===== src/common/vgc_pkg.sv =====
`default_nettype none

package vgc_pkg;

    // Byte address into video memory, wide enough for the whole bank space
    typedef logic [22:0] vid_addr_t;

    // One colour component, or one palette index
    typedef logic [3:0] nibble_t;

    // Palette and border colours are kept as red, green, blue nibbles
    typedef struct packed {
        nibble_t r;
        nibble_t g;
        nibble_t b;
    } rgb12_t;

    // SCB bit 7 selects the horizontal resolution of a line
    typedef enum logic {
        MODE_320 = 1'b0,
        MODE_640 = 1'b1
    } shr_mode_e;

    // Part of the scanline that the fetch sequencer is working on
    typedef enum logic [1:0] {
        FETCH_IDLE,
        FETCH_SCB,
        FETCH_PALETTE,
        FETCH_PIXELS
    } fetch_phase_e;

    // Horizontal steps of the SCB and palette fetch near the end of a line
    localparam logic [9:0] SCB_FETCH_H = 10'd908;
    localparam logic [9:0] SCB_LATCH_H = 10'd910;
    localparam logic [9:0] PAL_START_H = 10'd912;

    // One palette is 16 entries of two bytes
    localparam logic [9:0] PAL_BYTES = 10'd32;

    // Vertical layout of the Super Hi-Res frame
    localparam logic [8:0] FIRST_VIS_V = 9'd16;
    localparam logic [8:0] SHR_LINES   = 9'd200;
    localparam logic [8:0] VBL_V       = 9'd208;

    // Horizontal layout of the pixel stream
    localparam logic [9:0] LINE_BYTES = 10'd160;
    localparam logic [9:0] LEFT_H     = 10'd32;
    localparam logic [9:0] ACTIVE_W   = 10'd640;

    // Offsets of the three regions of the Super Hi-Res buffer from the bank base
    localparam logic [15:0] PIXEL_OFFSET   = 16'h2000;
    localparam logic [15:0] SCB_OFFSET     = 16'h9D00;
    localparam logic [15:0] PALETTE_OFFSET = 16'h9E00;

    // Border colours follow the IIgs lores colour set, indexed by the border register
    localparam rgb12_t border_table [16] = '{
        12'h000,
        // Deep red
        12'hd03,
        12'h009,
        // Purple
        12'hd0d,
        12'h070,
        // Dark grey
        12'h555,
        12'h22f,
        // Light blue
        12'h6af,
        12'h852,
        // Orange
        12'hf60,
        12'haaa,
        // Pink
        12'hf98,
        12'h0d0,
        // Yellow
        12'hff0,
        12'h0f9,
        // White
        12'hfff
    };

endpackage

`default_nettype wire

===== src/logic/shr_vgc.sv =====
`default_nettype none

module shr_vgc import vgc_pkg::*; #(
    parameter vid_addr_t MEM_BASE = 23'h10000
) (
    input  wire logic       clk_vid,
    input  wire logic       reset,
    input  wire logic       ce_pix,
    input  wire logic [9:0] h_pos,
    input  wire logic [8:0] v_pos,
    input  wire logic       shr_enable,
    input  wire nibble_t    border_color,
    input  wire logic [7:0] video_data,
    output vid_addr_t       video_addr,
    output logic [7:0]      red,
    output logic [7:0]      green,
    output logic [7:0]      blue,
    output logic            scanline_irq,
    output logic            vbl_irq
);

    logic [7:0] scb;
    logic       pal_we;
    nibble_t    pal_entry;
    logic       pal_red_byte;
    nibble_t    pix_index;
    rgb12_t     pix_color;

    // Address generation, SCB capture and palette load control
    shr_fetch_sequencer #(
        .MEM_BASE (MEM_BASE)
    ) u_fetch (
        .clk_vid      (clk_vid),
        .reset        (reset),
        .ce_pix       (ce_pix),
        .h_pos        (h_pos),
        .v_pos        (v_pos),
        .shr_enable   (shr_enable),
        .video_data   (video_data),
        .video_addr   (video_addr),
        .scb          (scb),
        .scanline_irq (scanline_irq),
        .pal_we       (pal_we),
        .pal_entry    (pal_entry),
        .pal_red_byte (pal_red_byte)
    );

    shr_palette_ram u_palette (
        .clk_vid      (clk_vid),
        .reset        (reset),
        .ce_pix       (ce_pix),
        .pal_we       (pal_we),
        .pal_entry    (pal_entry),
        .pal_red_byte (pal_red_byte),
        .video_data   (video_data),
        .rd_index     (pix_index),
        .rd_color     (pix_color)
    );

    shr_pixel_decoder u_decoder (
        .clk_vid    (clk_vid),
        .reset      (reset),
        .ce_pix     (ce_pix),
        .h_pos      (h_pos),
        .scb        (scb),
        .video_data (video_data),
        .pix_index  (pix_index)
    );

    // Border, window and the final colour register
    vgc_raster_out u_raster (
        .clk_vid      (clk_vid),
        .reset        (reset),
        .ce_pix       (ce_pix),
        .h_pos        (h_pos),
        .v_pos        (v_pos),
        .shr_enable   (shr_enable),
        .border_color (border_color),
        .pix_color    (pix_color),
        .red          (red),
        .green        (green),
        .blue         (blue),
        .vbl_irq      (vbl_irq)
    );

endmodule

`default_nettype wire


===== src/logic/vgc_raster_out.sv =====
`default_nettype none

module vgc_raster_out import vgc_pkg::*; (
    input  wire logic       clk_vid,
    input  wire logic       reset,
    input  wire logic       ce_pix,
    input  wire logic [9:0] h_pos,
    input  wire logic [8:0] v_pos,
    input  wire logic       shr_enable,
    input  wire nibble_t    border_color,
    input  wire rgb12_t     pix_color,
    output logic [7:0]      red,
    output logic [7:0]      green,
    output logic [7:0]      blue,
    output logic            vbl_irq
);

    nibble_t border_lat;
    nibble_t border_sel;
    rgb12_t  out_color;
    logic    in_window;
    logic    v_blank;
    logic    v_blank_d;

    // Border changes mid-line only show from the next line on
    // The h_pos 0 step itself already uses the new sample
    assign border_sel = (h_pos == 10'd0) ? border_color : border_lat;

    // Decoder and palette add one step, so column x is registered here at step 33+x
    assign in_window = shr_enable
                    && h_pos >= LEFT_H + 10'd1 && h_pos <= LEFT_H + ACTIVE_W
                    && v_pos >= FIRST_VIS_V && v_pos < FIRST_VIS_V + SHR_LINES;

    assign out_color = in_window ? pix_color : border_table[border_sel];

    assign v_blank = v_pos >= VBL_V;

    always_ff @(posedge clk_vid) begin
        if (reset) begin
            border_lat <= '0;
            red        <= '0;
            green      <= '0;
            blue       <= '0;
            v_blank_d  <= 1'b0;
            vbl_irq    <= 1'b0;
        end else if (ce_pix) begin
            if (h_pos == 10'd0) begin
                border_lat <= border_color;
            end
            // Each nibble is repeated to fill the 8-bit component
            red   <= {out_color.r, out_color.r};
            green <= {out_color.g, out_color.g};
            blue  <= {out_color.b, out_color.b};
            // One step pulse on the rising edge of blanking
            v_blank_d <= v_blank;
            vbl_irq   <= v_blank && !v_blank_d;
        end
    end

endmodule

`default_nettype wire


===== src/shr/shr_pixel_decoder.sv =====
`default_nettype none

module shr_pixel_decoder import vgc_pkg::*; (
    input  wire logic       clk_vid,
    input  wire logic       reset,
    input  wire logic       ce_pix,
    input  wire logic [9:0] h_pos,
    input  wire logic [7:0] scb,
    input  wire logic [7:0] video_data,
    output nibble_t         pix_index
);

    shr_mode_e  mode;
    logic       fill_on;
    logic       in_pixels;
    logic [9:0] col;
    nibble_t    nib_320;
    nibble_t    idx_640;
    nibble_t    fill_src;
    nibble_t    last_pix;
    nibble_t    next_index;

    assign mode    = shr_mode_e'(scb[7]);
    // Fill mode has no meaning for 640 lines
    assign fill_on = scb[5] && mode == MODE_320;

    assign col       = h_pos - LEFT_H;
    assign in_pixels = h_pos >= LEFT_H && h_pos < LEFT_H + ACTIVE_W;

    // Two columns per nibble in 320 mode, high nibble first
    assign nib_320 = col[1] ? video_data[3:0] : video_data[7:4];

    // In 640 mode each pair of bits picks from one quarter of the palette
    always_comb begin
        case (col[1:0])
            2'd0:    idx_640 = {2'b10, video_data[7:6]};
            2'd1:    idx_640 = {2'b11, video_data[5:4]};
            2'd2:    idx_640 = {2'b00, video_data[3:2]};
            default: idx_640 = {2'b01, video_data[1:0]};
        endcase
    end

    // At the first column nothing has been drawn on this line yet
    assign fill_src = (h_pos == LEFT_H) ? nibble_t'(0) : last_pix;

    always_comb begin
        if (mode == MODE_640) begin
            next_index = idx_640;
        end else if (fill_on && nib_320 == 4'd0) begin
            next_index = fill_src;
        end else begin
            next_index = nib_320;
        end
    end

    always_ff @(posedge clk_vid) begin
        if (reset) begin
            pix_index <= '0;
            last_pix  <= '0;
        end else if (ce_pix && in_pixels) begin
            pix_index <= next_index;
            // Step 32 restarts the history, keeping only a non-zero first nibble
            if (h_pos == LEFT_H) begin
                last_pix <= nib_320;
            end else if (nib_320 != 4'd0) begin
                last_pix <= nib_320;
            end
        end
    end

endmodule

`default_nettype wire


===== src/shr/shr_palette_ram.sv =====
`default_nettype none

module shr_palette_ram import vgc_pkg::*; (
    input  wire logic       clk_vid,
    input  wire logic       reset,
    input  wire logic       ce_pix,
    input  wire logic       pal_we,
    input  wire nibble_t    pal_entry,
    input  wire logic       pal_red_byte,
    input  wire logic [7:0] video_data,
    input  wire nibble_t    rd_index,
    output rgb12_t          rd_color
);

    // Components are kept apart since a single write never touches all three
    nibble_t red_mem   [16];
    nibble_t green_mem [16];
    nibble_t blue_mem  [16];

    always_ff @(posedge clk_vid) begin
        if (reset) begin
            for (int i = 0; i < 16; i++) begin
                red_mem[i]   <= '0;
                green_mem[i] <= '0;
                blue_mem[i]  <= '0;
            end
        end else if (ce_pix && pal_we) begin
            if (pal_red_byte) begin
                // Upper nibble of the red byte is unused
                red_mem[pal_entry] <= video_data[3:0];
            end else begin
                green_mem[pal_entry] <= video_data[7:4];
                blue_mem[pal_entry]  <= video_data[3:0];
            end
        end
    end

    // Read is combinational so the decoder index sees its colour in the same step
    assign rd_color = {red_mem[rd_index], green_mem[rd_index], blue_mem[rd_index]};

endmodule

`default_nettype wire


===== src/shr/shr_fetch_sequencer.sv =====
`default_nettype none

module shr_fetch_sequencer import vgc_pkg::*; #(
    parameter vid_addr_t MEM_BASE = 23'h10000
) (
    input  wire logic       clk_vid,
    input  wire logic       reset,
    input  wire logic       ce_pix,
    input  wire logic [9:0] h_pos,
    input  wire logic [8:0] v_pos,
    input  wire logic       shr_enable,
    input  wire logic [7:0] video_data,
    output vid_addr_t       video_addr,
    output logic [7:0]      scb,
    output logic            scanline_irq,
    output logic            pal_we,
    output nibble_t         pal_entry,
    output logic            pal_red_byte
);

    // The line is 916 steps long, so this is the step just before h_pos wraps
    localparam logic [9:0] LAST_H = 10'd915;

    // The pixel address moves on at byte column 2 of bytes 0 to 158
    localparam logic [9:0] LAST_BYTE_COL = (LINE_BYTES - 10'd1) * 10'd4;

    fetch_phase_e phase;
    logic [8:0]   scb_line;
    logic [8:0]   pix_line;
    logic [9:0]   pix_col;
    vid_addr_t    scb_addr;
    vid_addr_t    pal_base;
    vid_addr_t    pix_base;
    logic         irq_req;
    logic         pix_advance;

    // The SCB fetched on one line belongs to the line displayed after it
    assign scb_line = v_pos - (FIRST_VIS_V - 9'd1);
    assign pix_line = v_pos - FIRST_VIS_V;
    assign pix_col  = h_pos - LEFT_H;

    assign scb_addr = MEM_BASE + vid_addr_t'(SCB_OFFSET) + vid_addr_t'(scb_line);
    // Palettes are 32 bytes apart, chosen by the low SCB nibble
    assign pal_base = MEM_BASE + vid_addr_t'(PALETTE_OFFSET) + vid_addr_t'({scb[3:0], 5'b00000});
    assign pix_base = MEM_BASE + vid_addr_t'(PIXEL_OFFSET)
                    + vid_addr_t'(pix_line) * vid_addr_t'(LINE_BYTES);

    // The palette stream wraps round the end of the line into the left border
    always_comb begin
        if (h_pos >= SCB_FETCH_H && h_pos < PAL_START_H) begin
            phase = FETCH_SCB;
        end else if (h_pos >= PAL_START_H || h_pos < LEFT_H) begin
            phase = FETCH_PALETTE;
        end else if (h_pos < LEFT_H + ACTIVE_W) begin
            phase = FETCH_PIXELS;
        end else begin
            phase = FETCH_IDLE;
        end
    end

    // Interrupt lines run from the SCB fetch for line 0 to the one for line 199
    assign irq_req = video_data[6] && shr_enable
                  && v_pos >= FIRST_VIS_V - 9'd1
                  && v_pos < FIRST_VIS_V + SHR_LINES - 9'd1;

    // Each pixel byte is on the bus for four steps; its successor is addressed one step early
    assign pix_advance = pix_col[1:0] == 2'd2 && pix_col < LAST_BYTE_COL;

    // Palette bytes arrive at h_pos 0 to 31, even bytes hold green and blue, odd ones red
    assign pal_we       = phase == FETCH_PALETTE && h_pos < PAL_BYTES;
    assign pal_entry    = nibble_t'(h_pos[4:1]);
    assign pal_red_byte = h_pos[0];

    always_ff @(posedge clk_vid) begin
        if (reset) begin
            video_addr   <= '0;
            scb          <= '0;
            scanline_irq <= 1'b0;
        end else if (ce_pix) begin
            case (phase)
                FETCH_SCB: begin
                    // Memory answers one step later, so the SCB is on the bus at the latch step
                    if (h_pos == SCB_FETCH_H) begin
                        video_addr <= scb_addr;
                    end
                    if (h_pos == SCB_LATCH_H) begin
                        scb          <= video_data;
                        scanline_irq <= irq_req;
                    end
                end
                FETCH_PALETTE: begin
                    if (h_pos == PAL_START_H) begin
                        video_addr   <= pal_base;
                        scanline_irq <= 1'b0;
                    end else if (h_pos == LEFT_H - 10'd2) begin
                        // Pixel byte 0 must be addressed during the step before h_pos 32
                        video_addr <= pix_base;
                    end else if (h_pos == LAST_H || h_pos < LEFT_H - 10'd2) begin
                        // Byte k is addressed during step k-1 and read at step k
                        video_addr <= video_addr + vid_addr_t'(1);
                    end
                end
                FETCH_PIXELS: begin
                    if (pix_advance) begin
                        video_addr <= video_addr + vid_addr_t'(1);
                    end
                end
                default: begin
                    // Address holds through the right border
                end
            endcase
        end
    end

endmodule

`default_nettype wire


===== config.mk =====
export PLATFORM = sky130hd
export DESIGN_NAME = shr_vgc
export DESIGN_NICKNAME = d
export VERILOG_FILES = /design/src/common/vgc_pkg.sv /design/src/logic/shr_vgc.sv /design/src/logic/vgc_raster_out.sv /design/src/shr/shr_pixel_decoder.sv /design/src/shr/shr_palette_ram.sv /design/src/shr/shr_fetch_sequencer.sv
export SDC_FILE = /design/constraint.sdc
export NUM_CORES = 1
export LEC_CHECK = 0
export ABC_CLOCK_PERIOD_IN_PS = 3480
export BUFFER_PORTS_ARGS = -buffer_cell sky130_fd_sc_hd__buf_2
export CAP_MARGIN = 20
export CORE_MARGIN = 2
export CORE_UTILIZATION = 58
export CTS_BUF_LIST = sky130_fd_sc_hd__clkbuf_2
export CTS_CLUSTER_SIZE = 12
export DETAILED_ROUTE_END_ITERATION = 10
export PLACE_DENSITY = 0.77
export SYNTH_ARGS = -nofsm -noshare
export SYNTH_HDL_FRONTEND = slang
export SYNTH_HIERARCHICAL = 1
export SYNTH_SLANG_ARGS = --single-unit

===== constraint.sdc =====
create_clock -name clk_vid -period 3.48 [get_ports clk_vid]
set_input_delay 0 -clock clk_vid [delete_from_list [all_inputs] [get_ports clk_vid]]
set_output_delay 0 -clock clk_vid [all_outputs]
set_load 0.005 [all_outputs]

==> run_results.csv, run 1 <==
group,metric,value,unit
critical_path,crit_path_start_kind,"input pin",
power,net-switching-power,1.811,mW
grt,global_route.usage.total,29.91,%
clock_network,htree_levels,2,
floorplanning,die_area,24480,um2
route,drt.antenna.violating_nets,0,
critical_path,cp_capture_type,"flip-flop",
logic_synthesis,synth_nets,1302,
flow_run,max-cap-violations,0,
power,net_switching_share_of_the_total_power,28.98,%
timing,maxClockFrequency,296.2,MHz
logic_synthesis,avgSynthCellArea,10.85,um2
floorplanning,io_pins,84,
worst_hold_path,hold_path.class,"input pin to flip-flop",
power,seqPwrFrac,54.5,%
run_status,status,"finished clean",
cells_and_area,mostFrequentLayoutCell,"sky130_fd_sc_hd__nor2_1",
logic_synthesis,netlist_instances,1243,
grt,grt_overflow,0,
critical_path,worstSetupPathType,"input pin to flip-flop",
clock_network,cts_tree,"yes",
clock_network,clk_transition_reported_paths,0.09,ns
power,comb_power_share,16.1,%
critical_path,wp_data_required,4.33,ns
grt,grt_pass1_vias,10630,
timing,setup_repair_after_global_routing_missed_its_margin,"false",
critical_path,cp_max_fanout,21,
floorplanning,core_region_area,22710,um2
timing,fin_crit_sh,97.03,%
placed_design,gp_congestion,0.8868,
power,intPower,4.437,mW
route,first_pass_iters,6,
floorplanning,chipHeight,156.5,um
route,detail_route.drc_violations,0,
clock_network,cts_buffer_depth,3,
route,route.detailed.vias_per_inst,6.289,
clock_network,post_cts_repair_setup_buffers,0,
power,power.static_leakage,5.624,nW
cells_and_area,final_cell_count_no_fill,1753,
placed_design,dpl_cells,1563,
critical_path,worst_ep_arrival_time,4.23,ns
clock_network,clock-sinks,248,
timing,setup_total_negative_slack,0,ns
clock_network,clock_insertion_delay_worst_skew,0.91,ns
power,ir_drop,0.2412,mV
timing,final-setup-viol-count,0,
timing,timing.final.hold_violations,0,
clock_network,cts_root_buffer,"sky130_fd_sc_hd__clkbuf_2",
power,post-layout-total-power,6.248,mW
power,clkPwrFrac,29.5,%
floorplanning,fp.dieW,156.5,um
floorplanning,floorplan.initialDensity,59.38,%
timing,min_period,3.377,ns
cells_and_area,final_cell_mix,"sky130_fd_sc_hd__nor2_1, sky130_fd_sc_hd__edfxtp_1, sky130_fd_sc_hd__nand2_1",
route,num_vias,11020,
placed_design,dpl.hpwl,23240,um
logic_synthesis,syn_area,13480,um2
clock_network,cts-buffers-inserted,61,
route,drt-initial-drc-count,1290,
cells_and_area,layout-drive-gt1-share,19.15,%
power,power_density,405.1,nW/um2
route,route.final.wire_length,36750,um
route,route.detailed.wl_per_inst,20.97,um
timing,max_slew.worst_pin.slew,0.8087,ns
logic_synthesis,yosys_warnings,6,
floorplanning,rows,55,
timing,timing.clock.skew,0.08030,ns
grt,grt_max_degree,73,
placed_design,port-buffer-count,83,
timing,drv_slew,0,
cells_and_area,area.growth.synth_to_final,14.39,%
grt,global_route_wire_length_before_repair,56370,um
timing,slew_headroom,45.89,%
cells_and_area,num-nets-final,1480,
grt,antenna_found_initial,1,
routing by layer:
| layer | GRT usage, % | up-vias | part of all wire [%] |
|---|---|---|---|
| met5 | 0 | - | 0 |
| met4 | 11.23 | 0 | 2.9 |
| met3 | 7.117 | 97 | 9.9 |
| met2 | 49.15 | 675 | 48 |
| met1 | 38.85 | 5266 | 39 |
| li1 | - | 4986 | - |
worst paths after layout:
check,startpoint,endpoint,slack (ns),cells past startpoint
worst max-delay path,h_pos[4],u_fetch/scanline_irq,0.10,13
worst max register to register,u_decoder/pix_index[0],u_raster/red[4],0.43,7
worst min register to register,u_decoder/last_pix[2],u_decoder/last_pix[2],0.47,2
worst min-delay path,border_color[0],u_raster/border_lat[0],0.17,4
area by class of cell:
cell class / count / area [um2]
inverter: 27 / 101.3
timing repair buffer: 208 / 1558
clock buffer: 88 / 440.4
antenna: 1 / 2.502
tap: 285 / 356.6
sequential: 248 / 6889
multi-input combinational: 875 / 5986
clock inverter: 21 / 91.34
fill: 1667 / 7284
flip-flops by register name (all words and copies together) (netlist names), 4 cells and up:
register	cells
u_palette/blue_mem	64
u_fetch/scb	6
u_fetch/video_addr	23
u_decoder/pix_index	4
u_raster/border_lat	4
u_raster/green	4
u_palette/green_mem	64
u_raster/blue	4
u_decoder/last_pix	4
u_raster/red	4
u_palette/red_mem	64
power by group through the flow:
stage	combinational, mW	sequential, mW	clock (mW)
global route	1.07	3.42	2.02
floorplan	0.638	3.43	0
global placement	0.899	3.46	0
finish	1.00	3.40	1.84
CTS	0.976	3.40	1.88
detailed placement	0.909	3.47	0
worst max-delay path: stages:
cell	delay, ns
sky130_fd_sc_hd__dlygate4sd3_1	0.55
sky130_fd_sc_hd__buf_2	0.26
sky130_fd_sc_hd__o31a_1	0.33
sky130_fd_sc_hd__a32oi_2	0.24
sky130_fd_sc_hd__buf_6	0.21
sky130_fd_sc_hd__nand4b_1	0.10
sky130_fd_sc_hd__dlygate4sd3_1	0.57
sky130_fd_sc_hd__a21oi_1	0.14
sky130_fd_sc_hd__dlygate4sd3_1	0.57
sky130_fd_sc_hd__mux2i_1	0.06
sky130_fd_sc_hd__dlygate4sd3_1	0.56
sky130_fd_sc_hd__nor2_1	0.09
sky130_fd_sc_hd__dlygate4sd3_1	0.55
metrics by stage:
stage / util, % / hold slack, ns / setup WS [ns] / cell area (um2)
floorplan: - / 0.1439 / 0.9732 / 13480
global placement: 62.03 / 0.3553 / 0.5756 / 14090
detailed placement: 62.03 / 0.3657 / 0.4979 / 14090
CTS: 67.90 / 0.1256 / 0.2080 / 15420
global route: 67.92 / 0.1284 / 0.02664 / 15420
finish: 67.92 / 0.1687 / 0.1034 / 15420
repair_timing:
action                     4_1_cts  5_1_grt
setup endpoints to repair        0        1
gates resized for setup          0        1
hold endpoints to repair       383        0
hold buffers                    80        0
(Power assumes the default switching activity.)
==> inputs of run 2 (changes only) <==
ABC_AREA = 1   (was not set)
PLACE_DENSITY = 0.76   (was 0.77)
==> run_results.csv, run 2 <==
group,metric,value,unit
clock_network,htree_levels,3,
route,route.detailed.vias_per_inst,5.468,
timing,min_period,3.233,ns
clock_network,cts-buffers-inserted,67,
floorplanning,chipHeight,163.7,um
critical_path,worstSetupPathType,"input pin to flip-flop",
floorplanning,core_region_area,25110,um2
timing,setup_repair_after_global_routing_missed_its_margin,"false",
clock_network,clk_transition_reported_paths,0.09,ns
timing,maxClockFrequency,309.3,MHz
timing,fin_crit_sh,92.92,%
floorplanning,rows,58,
critical_path,worst_ep_arrival_time,3.89,ns
cells_and_area,layout_top_registers,"u_palette/blue_mem (64), u_palette/green_mem (64), u_palette/red_mem (64)",
timing,drv_slew,0,
route,wl_met2,19120,um
route,drt-initial-drc-count,1575,
route,top_signal_layer_used,"met4",
placed_design,dpl_cells,2303,
grt,global_route_wire_length_before_repair,63180,um
route,first_pass_iters,6,
timing,slew_headroom,31.80,%
floorplanning,floorplan.initialDensity,58.88,%
timing,max_slew.worst_pin.slew,1.022,ns
grt,grt_overflow,0,
placed_design,port-buffer-count,83,
cells_and_area,num-nets-final,2180,
critical_path,cp_max_fanout,16,
floorplanning,die_area,26780,um2
floorplanning,fp.dieW,163.7,um
timing,final-setup-viol-count,0,
critical_path,cp_capture_type,"flip-flop",
timing,timing.clock.skew,0.1124,ns
clock_network,cts_buffer_depth,3,
route,detail_route.drc_violations,0,
clock_network,clock_insertion_delay_worst_skew,0.85,ns
clock_network,cts_tree,"yes",
cells_and_area,final_cell_mix,"sky130_fd_sc_hd__nand2_1, sky130_fd_sc_hd__nor2_1, sky130_fd_sc_hd__inv_1",
cells_and_area,area.growth.synth_to_final,12.35,%
route,route.detailed.wl_per_inst,16.12,um
clock_network,clock-sinks,248,
power,power_density,395.8,nW/um2
grt,grt_pass1_vias,12670,
clock_network,cts_repair_resize_count,0,
critical_path,wp_data_required,4.14,ns
placed_design,dpl.hpwl,26120,um
flow_run,max-cap-violations,0,
logic_synthesis,yosys_warnings,6,
worst_hold_path,hold_path.class,"input pin to flip-flop",
route,num_vias,13640,
route,route.final.wire_length,40210,um
power,power.static_leakage,7.920,nW
route,drt.antenna.violating_nets,0,
cells_and_area,layout-drive-gt1-share,13.88,%
route,dr_wl_met3,3573,um
clock_network,cts_root_buffer,"sky130_fd_sc_hd__clkbuf_2",
timing,setup_total_negative_slack,0,ns
timing,timing.final.hold_violations,0,
grt,antenna_found_initial,1,
grt,grt_max_degree,57,
grt,global_route.usage.total,30.08,%
cells_and_area,mostFrequentLayoutCell,"sky130_fd_sc_hd__nand2_1",
logic_synthesis,synth_nets,2029,
placed_design,gp_congestion,0.9104,
floorplanning,io_pins,84,
critical_path,crit_path_start_kind,"input pin",
route,met1_routed_length,15990,um
logic_synthesis,avgSynthCellArea,7.505,um2
cells_and_area,layout.filler_cells,2177,
logic_synthesis,syn_area,14790,um2
power,ir_drop,0.1886,mV
logic_synthesis,netlist_instances,1970,
cells_and_area,final_cell_count_no_fill,2494,
run_status,status,"finished clean",
run 2: critical path: stages:
cell,delay [ns]
sky130_fd_sc_hd__dlygate4sd3_1,0.53
sky130_fd_sc_hd__buf_2,0.26
sky130_fd_sc_hd__inv_6,0.13
sky130_fd_sc_hd__nand2_1,0.06
sky130_fd_sc_hd__dlygate4sd3_1,0.57
sky130_fd_sc_hd__nand2_2,0.06
sky130_fd_sc_hd__dlygate4sd3_1,0.63
sky130_fd_sc_hd__nand2_2,0.12
sky130_fd_sc_hd__nor2_8,0.14
sky130_fd_sc_hd__nand2_4,0.07
sky130_fd_sc_hd__dlygate4sd3_1,0.61
sky130_fd_sc_hd__nand3_1,0.10
sky130_fd_sc_hd__dlygate4sd3_1,0.55
sky130_fd_sc_hd__a21oi_1,0.06
run 2: stage by stage:
stage               hold WS, ns  setup slack, ns  utilization (%)  power [mW]  area (um2)
global route             0.2734           0.1799            66.16       6.910       16610
CTS                      0.1682           0.3834            66.14       6.586       16610
floorplan               0.06907            1.232                -       4.217       14790
detailed placement       0.3451           0.7474            60.75       4.558       15250
finish                   0.2700           0.2466            66.16       6.574       16610
global placement         0.3500           0.8186            60.75       4.536       15250
run 2: repair_timing:
item,4_1_cts,5_1_grt
setup buffers,0,0
endpoints found under the hold margin,223,0
setup endpoints to repair,0,0
hold buffers,79,0
run 2: worst paths after layout:
check	start	to	slack [ns]	cells past startpoint
setup reg to reg	u_fetch/scb[7]	u_decoder/pix_index[1]	0.73	7
hold / removal	ce_pix	u_raster/red[3]	0.27	4
hold reg to reg	u_decoder/last_pix[2]	u_decoder/last_pix[2]	0.48	2
setup / recovery	h_pos[1]	u_decoder/last_pix[1]	0.25	14
run 2: power breakdown:
part	internal (mW)	leakage, nW	switching, mW
logic	0.390	5.20	0.795
clock network	0.788	0.437	1.19
registers	3.33	2.28	0.0822
total	4.50	7.92	2.07
run 2: routing by layer:
layer | track usage, % | vias up
met5 | 0 | -
met4 | 14.39 | 0
met3 | 5.485 | 126
met2 | 49.18 | 688
met1 | 38.72 | 6262
li1 | - | 6560
run 2: layout make-up:
cell class	count	area [um2]	share of cell area, %
sequential	248	6888	41.47
multi-input combinational	1348	6355	38.26
timing repair buffer	176	1324	7.969
inverter	280	1065	6.410
clock buffer	93	465.4	2.802
tap	330	412.9	2.486
clock inverter	17	96.34	0.5800
antenna	2	5.005	0.03013
